--- src/design/pipe_defs.svh ---
`ifndef PIPE_DEFS_SVH
`define PIPE_DEFS_SVH

// Datapath and instruction width
`define XLEN 32

// Architectural register count
`define NREGS 32

// Instruction memory index bits for 64 words
`define IMEM_AW 6

// Data memory index bits for 64 words
`define DMEM_AW 6

`endif

--- src/design/pipePkg.sv ---
`default_nettype none

`include "pipe_defs.svh"

package pipePkg;

	// Basic vectors
	typedef logic [`XLEN-1:0] word_t;
	typedef logic [$clog2(`NREGS)-1:0] regAddr_t;
	typedef logic [`IMEM_AW-1:0] pc_t;
	typedef logic [5:0] opcode_t;
	typedef logic [5:0] funct_t;

	// ALU operation select
	typedef enum logic [2:0] {ALU_ADD, ALU_SUB, ALU_AND, ALU_OR, ALU_SLT} aluOp_t;

	// Execute operand source
	typedef enum logic [1:0] {FWD_NONE, FWD_WB, FWD_MEM} fwd_t;

	// --------------------------------------------------
	// MIPS32 opcode and funct values
	// --------------------------------------------------
	localparam opcode_t OP_RTYPE = 6'h00;
	localparam opcode_t OP_ADDI = 6'h08;
	localparam opcode_t OP_LW = 6'h23;
	localparam opcode_t OP_SW = 6'h2b;
	localparam opcode_t OP_BEQ = 6'h04;
	localparam funct_t FN_ADD = 6'h20;
	localparam funct_t FN_SUB = 6'h22;
	localparam funct_t FN_AND = 6'h24;
	localparam funct_t FN_OR = 6'h25;
	localparam funct_t FN_SLT = 6'h2a;

endpackage

`default_nettype wire

--- src/design/hazardUnit.sv ---
`timescale 1ns/1ps
`default_nettype none

module hazardUnit import pipePkg::*;
(
	input  regAddr_t rsD,
	input  regAddr_t rtD,
	input  regAddr_t rsE,
	input  regAddr_t rtE,
	input  regAddr_t writeRegE,
	input  regAddr_t writeRegM,
	input  regAddr_t writeRegW,
	input  logic     branchD,
	input  logic     regWriteE,
	input  logic     memToRegE,
	input  logic     regWriteM,
	input  logic     memToRegM,
	input  logic     regWriteW,
	output logic     stallF,
	output logic     stallD,
	output logic     flushE,
	output logic     fwdAD,
	output logic     fwdBD,
	output fwd_t     fwdAE,
	output fwd_t     fwdBE
);

	logic lwStall;
	logic branchStall;

	// Youngest producer wins, MEM before WB
	function automatic fwd_t selectE(input regAddr_t src);
		if (src != '0 && regWriteM && src == writeRegM)
			return FWD_MEM;
		else if (src != '0 && regWriteW && src == writeRegW)
			return FWD_WB;
		else
			return FWD_NONE;
	endfunction

	// True when src is produced by the given stage
	function automatic logic hits(input regAddr_t src, input regAddr_t dst, input logic wr);
		return wr && dst != '0 && src == dst;
	endfunction

	always_comb
	begin
		fwdAE = selectE(rsE);
		fwdBE = selectE(rtE);
		// Branch compare only sees ALU results in MEM
		fwdAD = branchD && hits(rsD, writeRegM, regWriteM);
		fwdBD = branchD && hits(rtD, writeRegM, regWriteM);
		// Load in execute feeding decode
		lwStall = hits(rsD, writeRegE, memToRegE) || hits(rtD, writeRegE, memToRegE);
		// Branch sources still in flight
		branchStall = branchD && (hits(rsD, writeRegE, regWriteE)
			|| hits(rtD, writeRegE, regWriteE)
			|| hits(rsD, writeRegM, memToRegM)
			|| hits(rtD, writeRegM, memToRegM));
		stallF = lwStall || branchStall;
		stallD = lwStall || branchStall;
		flushE = lwStall || branchStall;
	end

	// No stage ever forwards into register 0
	always_comb
	begin
		assert ((fwdAE == FWD_NONE || rsE != '0) && (fwdBE == FWD_NONE || rtE != '0)
			&& (!fwdAD || rsD != '0) && (!fwdBD || rtD != '0))
			else $error("forwarding selected for register 0");
	end

endmodule

`default_nettype wire

--- config.mk ---
export PLATFORM = sky130hd
export DESIGN_NAME = hazardUnit
export DESIGN_NICKNAME = d
export VERILOG_FILES = /design/src/design/pipePkg.sv /design/src/design/hazardUnit.sv
export VERILOG_INCLUDE_DIRS = /design/src /design/src/design
export SDC_FILE = /design/constraint.sdc
export NUM_CORES = 1
export LEC_CHECK = 0
export ABC_AREA = 1
export BUFFER_PORTS_ARGS = -buffer_cell sky130_fd_sc_hd__clkbuf_2
export CORE_MARGIN = 2
export CORE_UTILIZATION = 49
export DETAILED_ROUTE_END_ITERATION = 12
export PLACE_DENSITY_LB_ADDON = 0.2
export SYNTH_ARGS = -nofsm -noshare
export SYNTH_HDL_FRONTEND = slang
export SYNTH_SLANG_ARGS = --single-unit
--- constraint.sdc ---
create_clock -name vclk -period 2.2
set_clock_uncertainty 0.2 [all_clocks]
set_input_delay 0.44 -clock vclk [all_inputs]
set_output_delay 0.44 -clock vclk [all_outputs]
set_load 0.02 [all_outputs]
==> results.py, run 1 <==
metrics = {
    "outcome": {
        "status": "finished clean",
    },
    "setup_path": {
        "critPathLaunchType": "input port",
        "setup.worst_path.start": "writeRegM[1]",
        "cp.depth": 10,
        "crit_family": "simple AND/OR/NAND/NOR gates",
        "max_stage_delay_ns": 0.17,
        "cp_common_cell": "nand2_1",
        "critPathCapture": "flushE",
        "critPathArrivalTime_ns": 1.38,
        "worstPathRequired_ns": 1.56,
        "critPathMaxFanout": 6,
        "slowest_stage": "clkbuf_2",
        "crit_buf_inv": 3,
        "end_kind": "output port",
        "critPathKind": "input port to output port",
        "worstPathCellList": "clkbuf_2, inv_2, nand2_1, nand2_1, nor2_1, nand3_1, nand2_1, nand2_1, nand2_1, clkbuf_2",
    },
    "job": {
        "maxCapViolCount": 0,
    },
    "synth": {
        "ys_top_cells_by_area": "nand2_1, nor2_1, inv_1, xnor2_1, nand3_1",
        "ys_types": 21,
        "syn_nets": 208,
        "synth_top_area_share_pct": 30.2,
        "syn_area_per_cell_um2": 4.62,
        "synth.largest_area_cell": "nand2_1",
        "netlist_area_um2": 771,
        "synth_seq_area_share_pct": 0,
        "yosysWarningCount": 0,
        "syn_inst": 167,
    },
    "hold_path": {
        "worstHoldPathCells": 4,
        "hold_path.class": "input port to output port",
    },
    "die": {
        "die_area_um2": 1910,
        "fp.dieH_um": 43.7,
        "start_util_pct": 51.8,
        "rows": 14,
        "ioPinCount": 50,
        "die_width_um": 43.7,
        "core-area_um2": 1490,
    },
    "timing": {
        "slew_violations": 0,
        "fin_crit_sh_pct": 92.0,
        "period_needed_ns": 2.02,
        "setup_viol": 0,
        "finalSetupTns_ns": 0,
        "rsz0062_at_grt": "no",
        "relSlewSlack_pct": 90.3,
        "hold_violations": 0,
        "worst_pin_slew_ns": 0.144,
        "fmax_mhz": 494,
        "hold_ws_ns": 1.07,
    },
    "routing": {
        "initialDrtViolationCount": 26,
        "viasPerCell": 4.73,
        "drcViolationCount": 0,
        "antenna_left": 0,
        "drt-pass1-iter-count": 4,
        "wl_mm": 1.97,
        "routedWlPerCell_um": 8.59,
        "via_count": 1083,
    },
    "power_and_ir_drop": {
        "p_leak_uw": 0.000677,
        "pwr-share-clk_pct": 0,
        "power.total_uw": 178,
        "internal_power_uw": 77.7,
        "peakVddDrop_uv": 95.3,
        "pwr-share-seq_pct": 0,
        "power.share.switching_pct": 56.3,
        "p_per_area_nw_per_um2": 176,
        "switching_power_uw": 100,
        "comb_power_share_pct": 100.0,
    },
    "final_layout": {
        "drive_above_1_share_pct": 27.2,
        "layout.cells.non_filler": 229,
        "layout_commonest_cell": "nand2_1",
        "area_growth_pct": 31.2,
        "antenna_cells": 0,
        "final-seq-area_um2": 0,
        "finish.utilization_pct": 67.9,
        "final_cell_mix": "nand2_1, clkbuf_2, nor2_1",
        "design.seq.count": 0,
        "n_clock_buffer": 0,
        "nNetsFinal": 256,
    },
    "grt": {
        "antenna_found_initial": 0,
        "overflow": 0,
        "grt_pass1_vias": 860,
        "grt_first_pass_wirelength_mm": 3.39,
        "grt_start_max_net_pins": 7,
        "grt_usage_pct": 22.0,
    },
    "place": {
        "place_congestion": 0.843,
        "place_inst": 229,
        "port_buffers": 50,
        "dp_hpwl_mm": 1.81,
    },
    "clock_tree": {
        "cts_setup_buffers": 0,
        "postCtsHoldBufs": 0,
        "cts_resized": 0,
    },
}
[how the worst min path moves through the flow]
stage	to	startpoint	slack, ns
3_5_place_dp	fwdAD	regWriteM	1.07
6_report	fwdAD	regWriteM	1.07
4_1_cts	fwdAD	regWriteM	1.07
5_1_grt	fwdAD	regWriteM	1.11
2_1_floorplan	fwdAD	branchD	0.85
3_3_place_gp	fwdBD	regWriteM	1.07
[logic make-up after synthesis]
kind of cell,synth area share (%)
buf+inv,18.5
compound gates,4.71
xor+xnor,15.9
simple gates,60.9
[through the flow]
step	setup slack [ns]	area, um^2
after floorplan	0.194	771
after global placement	0.228	1010
after detailed placement	0.176	1010
after CTS	0.175	1010
after global routing	0.0287	1010
final	0.176	1010
[synth_stat cells (2+ instances only)]
| master | number |
|---|---|
| nand2_1 | 62 |
| nor2_1 | 27 |
| inv_2 | 5 |
| nand3_1 | 12 |
| nor2_2 | 2 |
| nand4_1 | 5 |
| xor2_1 | 5 |
| inv_1 | 25 |
| buf_4 | 4 |
| xnor2_1 | 9 |
[per-layer routing]
layer  vias to the layer above  track usage (%)  part of all wire [%]
li1                        594                -                     -
met1                       462             32.3                    48
met2                        27             38.2                    47
met3                         0            0.417                   4.6
met4                         0                0                     0
met5                         -                0                     0
[area by class of cell]
class	count	area, um^2
Timing Repair Buffer	50	250
Fill cell	157	478
Inverter	30	113
Tap cell	16	20.0
Multi-Input combinational cell	133	628
[power by group through the flow]
stage | Sequential (uW) | Clock, uW | Combinational, uW
after CTS | 0 | 0 | 178
final | 0 | 0 | 178
after detailed placement | 0 | 0 | 178
after global routing | 0 | 0 | 204
after floorplan | 0 | 0 | 108
after global placement | 0 | 0 | 174
Power figures use the tool's default switching activity.
==> run 2: changes to the inputs <==
--- a/config.mk
+++ b/config.mk
@@ -11,7 +11,8 @@
 export CORE_MARGIN = 2
 export CORE_UTILIZATION = 49
 export DETAILED_ROUTE_END_ITERATION = 12
-export PLACE_DENSITY_LB_ADDON = 0.2
+export PLACE_DENSITY = 0.91
+export REMOVE_ABC_BUFFERS = 1
 export SYNTH_ARGS = -nofsm -noshare
 export SYNTH_HDL_FRONTEND = slang
 export SYNTH_SLANG_ARGS = --single-unit
==> run 2 against run 1 <==
Compared with the run above:
- core utilization is the same
- first-iteration DRC count shrank 23%
- sequential cell count is the same
- final cell count is the same
- critical endpoint unchanged
- count of clock-buffer cells in the layout is the same
- global-route usage grew 2.5 points
- highest routed layer unchanged
- sequential share of layout area is the same
- die area is the same
- final area is the same
==> results.py, run 2 (same netlist as run 1, synthesis figures left out) <==
metrics = {
    "final_layout": {
        "drive_above_1_share_pct": 27.2,
        "final_cell_mix": "nand2_1, clkbuf_2, nor2_1",
        "design.seq.count": 0,
        "n_clock_buffer": 0,
        "antenna_cells": 0,
        "area_growth_pct": 31.2,
        "layout.cells.non_filler": 229,
        "finish.utilization_pct": 67.9,
        "final-seq-area_um2": 0,
        "nNetsFinal": 256,
        "layout_commonest_cell": "nand2_1",
    },
    "setup_path": {
        "critPathLaunchType": "input port",
        "critPathMaxFanout": 6,
        "max_stage_delay_ns": 0.18,
        "end_kind": "output port",
        "setup.worst_path.start": "writeRegM[4]",
        "critPathArrivalTime_ns": 1.40,
        "critPathCapture": "flushE",
        "critPathKind": "input port to output port",
        "worstPathCellList": "clkbuf_2, inv_2, nand2_1, nand2_1, nor2_1, nand3_1, nand2_1, nand2_1, nand2_1, clkbuf_2",
        "slowest_stage": "clkbuf_2",
        "cp_common_cell": "nand2_1",
        "worstPathRequired_ns": 1.56,
    },
    "power_and_ir_drop": {
        "internal_power_uw": 77.7,
        "peakVddDrop_uv": 86.4,
        "power.total_uw": 181,
        "pwr-share-clk_pct": 0,
        "pwr-share-seq_pct": 0,
        "comb_power_share_pct": 100.0,
        "p_leak_uw": 0.000677,
        "switching_power_uw": 103,
        "power.share.switching_pct": 57.1,
        "p_per_area_nw_per_um2": 179,
    },
    "routing": {
        "viasPerCell": 4.83,
        "wl_met2_mm": 1.17,
        "via_count": 1107,
        "drcViolationCount": 0,
        "wl_mm": 2.21,
        "drt-pass1-iter-count": 4,
        "met3_wirelength_um": 77,
        "antenna_left": 0,
        "wl_met1_um": 960,
        "initialDrtViolationCount": 20,
        "routedWlPerCell_um": 9.66,
        "top_layer_used": "met3",
    },
    "timing": {
        "worst_pin_slew_ns": 0.186,
        "period_needed_ns": 2.04,
        "fin_crit_sh_pct": 92.6,
        "rsz0062_at_grt": "no",
        "slew_violations": 0,
        "hold_violations": 0,
        "setup_viol": 0,
        "relSlewSlack_pct": 87.4,
        "fmax_mhz": 491,
        "finalSetupTns_ns": 0,
    },
    "outcome": {
        "status": "finished clean",
    },
    "grt": {
        "antenna_found_initial": 0,
        "grt_usage_pct": 24.5,
        "grt_pass1_vias": 994,
        "grt_start_max_net_pins": 7,
        "grt_first_pass_wirelength_mm": 3.79,
        "overflow": 0,
    },
    "job": {
        "maxCapViolCount": 0,
    },
    "die": {
        "rows": 14,
        "die_area_um2": 1910,
        "ioPinCount": 50,
        "fp.dieH_um": 43.7,
        "die_width_um": 43.7,
        "start_util_pct": 51.8,
        "core-area_um2": 1490,
    },
    "place": {
        "port_buffers": 50,
        "place_inst": 229,
        "place_congestion": 0.825,
        "dp_hpwl_mm": 2.01,
    },
    "clock_tree": {
        "cts_setup_buffers": 0,
        "cts_resized": 0,
        "postCtsHoldBufs": 0,
    },
    "hold_path": {
        "hold_path.class": "input port to output port",
        "worstHoldPathCells": 4,
    },
}
-- run 2: cell counts in the layout (fill, tap and decap cells not counted) --
No cell type changed its count.
-- run 2: per-layer routing --
metal  up-vias  GRT usage (%)
met2        23           46.8
met1       488           32.3
met3         0              0
li1        596              -
met5         -              0
met4         0          0.606
-- run 2: power by group through the flow --
stage          clock network, uW  logic [uW]  registers, uW
2_1_floorplan                  0        99.7              0
3_3_place_gp                   0         173              0
3_5_place_dp                   0         180              0
4_1_cts                        0         181              0
5_1_grt                        0         206              0
6_report                       0         181              0
-- run 2: worst min-delay path by stage --
stage	from	end	slack, ns
final	regWriteM	fwdBD	1.08
after global routing	regWriteM	fwdBD	1.12
after CTS	regWriteM	fwdBD	1.08
after detailed placement	regWriteM	fwdBD	1.08
after global placement	branchD	fwdAD	1.07
after floorplan	branchD	fwdAD	0.85
-- run 2: per-stage QoR --
stage / worst slack, ns / area (um^2) / hold slack [ns]
final: 0.163 / 1010 / 1.08
after global routing: 0.0178 / 1010 / 1.12
after CTS: 0.166 / 1010 / 1.08
after detailed placement: 0.168 / 1010 / 1.08
after global placement: 0.205 / 1010 / 1.07
after floorplan: 0.329 / 741 / 0.852
-- run 2: area by class of cell --
class              count  area [um^2]
well taps             16         20.0
multi-input cells    133          628
fillers              146          478
inverters             30          113
repair buffers        50          250
-- run 2: worst max-delay path, delay by kind of cell --
family,cells,cell delay (ns)
and+or+nand+nor,7,0.56
buffers and inverters,3,0.40
==> run 3: changes to the inputs <==
--- a/config.mk
+++ b/config.mk
@@ -6,12 +6,10 @@
 export SDC_FILE = /design/constraint.sdc
 export NUM_CORES = 1
 export LEC_CHECK = 0
-export ABC_AREA = 1
-export BUFFER_PORTS_ARGS = -buffer_cell sky130_fd_sc_hd__clkbuf_2
-export CORE_MARGIN = 2
-export CORE_UTILIZATION = 49
+export CORE_AREA = 2 2 39 41
 export DETAILED_ROUTE_END_ITERATION = 12
-export PLACE_DENSITY = 0.91
+export DIE_AREA = 0 0 41 43
+export DONT_BUFFER_PORTS = 1
 export REMOVE_ABC_BUFFERS = 1
 export SYNTH_ARGS = -nofsm -noshare
 export SYNTH_HDL_FRONTEND = slang
==> run 3 against run 2 <==
Compared with the run above:
- power fell by 41%
- global-route usage is 7.3 points lower
- via count shrank 47%
- highest routed layer unchanged
- count of clock-buffer cells in the layout did not move
- largest power group unchanged
- sequential share of layout area is the same
- synthesized cell count decreased by 52%
- maximum frequency fell by 9.8%
- sequential cell count stayed put
- the run now ends with setup timing left
- wire length is 28% lower
- critical path type unchanged
- combinational power shrank 41%
- area after synthesis fell by 23%
- worst hold slack got worse by 0.24 ns
==> results.py, run 3 <==
metrics = {
    "outcome": {
        "status": "complete, but fails checks",
        "violations": "setup timing",
    },
    "setup_path": {
        "max_stage_delay_ns": 0.54,
        "critPathKind": "input port to output port",
        "critPathArrivalTime_ns": 1.62,
        "worstPathRequired_ns": 1.56,
        "cp_common_cell": "nor4_2",
        "worstPathCellList": "or4_4, nor2_4, nor4_2, nor4_2, buf_4",
        "critPathMaxFanout": 3,
        "end_kind": "output port",
        "slowest_stage": "or4_4",
        "critPathLaunchType": "input port",
    },
    "synth": {
        "synth_simple_gate_area_share_pct": 27.7,
        "synthMuxAreaShare_pct": 0,
        "ys_types": 19,
        "synth_top_area_share_pct": 37.0,
        "synth_seq_area_share_pct": 0,
        "synth_top_family_by_area": "XOR/XNOR gates",
        "netlist_area_um2": 592,
        "synth.largest_area_cell": "xnor2_1",
        "ys_top_cells_by_area": "xnor2_1, xor2_1, nand4_1, nor4_2, or4_1",
        "synth_most_common_cell": "xnor2_1",
        "syn_area_per_cell_um2": 7.40,
        "synth_compound_area_share_pct": 5.92,
        "syn_inst": 80,
        "synth_fa_ha_area_share_pct": 0,
        "yosysWarningCount": 0,
        "synthXorXnorAreaFrac_pct": 59.2,
        "yosys-top-cells-count": "xnor2_1, xor2_1",
    },
    "power_and_ir_drop": {
        "power.total_uw": 107,
        "switching_power_uw": 41.4,
        "power.share.switching_pct": 38.8,
        "p_per_area_nw_per_um2": 146,
        "p_leak_uw": 0.000246,
        "peakVddDrop_uv": 68.4,
        "pwr-share-clk_pct": 0,
        "pwr-share-seq_pct": 0,
        "comb_power_share_pct": 100.0,
        "internal_power_uw": 65.2,
    },
    "routing": {
        "viasPerCell": 5.71,
        "wl_mm": 1.60,
        "via_count": 582,
        "routedWlPerCell_um": 15.7,
        "drcViolationCount": 0,
        "antenna_left": 0,
        "initialDrtViolationCount": 4,
        "drt-pass1-iter-count": 2,
    },
    "final_layout": {
        "area_growth_pct": 23.5,
        "fillers": 145,
        "antenna_cells": 0,
        "drive_above_1_share_pct": 26.7,
        "final-seq-area_um2": 0,
        "design.seq.count": 0,
        "fin_area_um2": 731,
        "nNetsFinal": 129,
        "finish.utilization_pct": 52.8,
        "layout_commonest_cell": "xnor2_1",
        "n_clock_buffer": 0,
        "final_cell_mix": "xnor2_1, xor2_1, buf_4",
    },
    "timing": {
        "setup_viol": 2,
        "slew_violations": 0,
        "fin_crit_sh_pct": 103,
        "fmax_mhz": 443,
        "relSlewSlack_pct": 73.5,
        "period_needed_ns": 2.26,
        "worst_pin_slew_ns": 0.396,
        "rsz0062_at_grt": "yes",
        "setup_ws_ns": -0.0581,
        "hold_violations": 0,
    },
    "job": {
        "maxCapViolCount": 0,
    },
    "die": {
        "die_area_um2": 1760,
        "fp.dieH_um": 43,
        "rows": 14,
        "core-area_um2": 1380,
        "ioPinCount": 50,
        "die_width_um": 41,
        "start_util_pct": 42.8,
    },
    "grt": {
        "antenna_found_initial": 0,
        "grt_usage_pct": 17.2,
        "grt_first_pass_wirelength_mm": 2.24,
        "grt_pass1_vias": 600,
        "overflow": 0,
        "grt_start_max_net_pins": 6,
    },
    "place": {
        "place_congestion": 0.735,
        "port_buffers": 0,
        "dp_hpwl_mm": 1.36,
        "placed_area_um2": 657,
    },
    "clock_tree": {
        "postCtsHoldBufs": 0,
    },
    "hold_path": {
        "hold_path.class": "input port to output port",
    },
}
[run 3: path summary, 6_finish.rpt]
check | start | endpoint | slack [ns] | cells past startpoint
setup / recovery | rsE[4] | fwdAE[0] | -0.06 | 5
hold / removal | regWriteM | fwdAD | 0.84 | 2
[run 3: cell type report]
class              instances  area [um^2]  area share, %
multi-input cells         73          593           81.2
well taps                 16         20.0           2.74
repair buffers            13          118           16.1
[run 3: kinds of logic after synthesis]
kind of cell	after synthesis
compound gates	5
xor+xnor	40
buf+inv	7
simple gates	28
[run 3: per-stage QoR]
step	worst slack [ns]	cells	TNS (ns)	hold WS (ns)
finish	-0.0581	102	-0.0987	0.837
global route	-0.116	102	-0.242	0.841
CTS	-0.0299	99	-0.0814	0.839
detailed placement	-0.0299	99	-0.105	0.840
global placement	-0.0186	99	-0.0675	0.834
floorplan	-0.193	73	-0.439	0.800
[run 3: repair_timing]
action | in CTS | in global routing
pin swaps | 2 | 8
resized for setup | 1 | 10
setup endpoints to repair | 5 | 5
setup buffers | 0 | 3
cloned | 0 | 0
[run 3: critical path: cells and delay by family]
family | cells | cell delay, ns
simple gates | 4 | 1.00
buf+inv | 1 | 0.18
[run 3: layer usage]
metal	up-vias	global-route usage, %	share of wire (%)
met3	0	2.09	13
met4	0	0	0
met2	36	32.8	55
met5	-	0	0
li1	283	-	-
met1	263	19.9	32
[run 3: power by group through the flow]
stage	Combinational, uW	Sequential, uW	Clock [uW]
2_1_floorplan	81.5	0	0
3_3_place_gp	95.9	0	0
3_5_place_dp	98.5	0	0
4_1_cts	99.1	0	0
5_1_grt	120	0	0
6_report	107	0	0
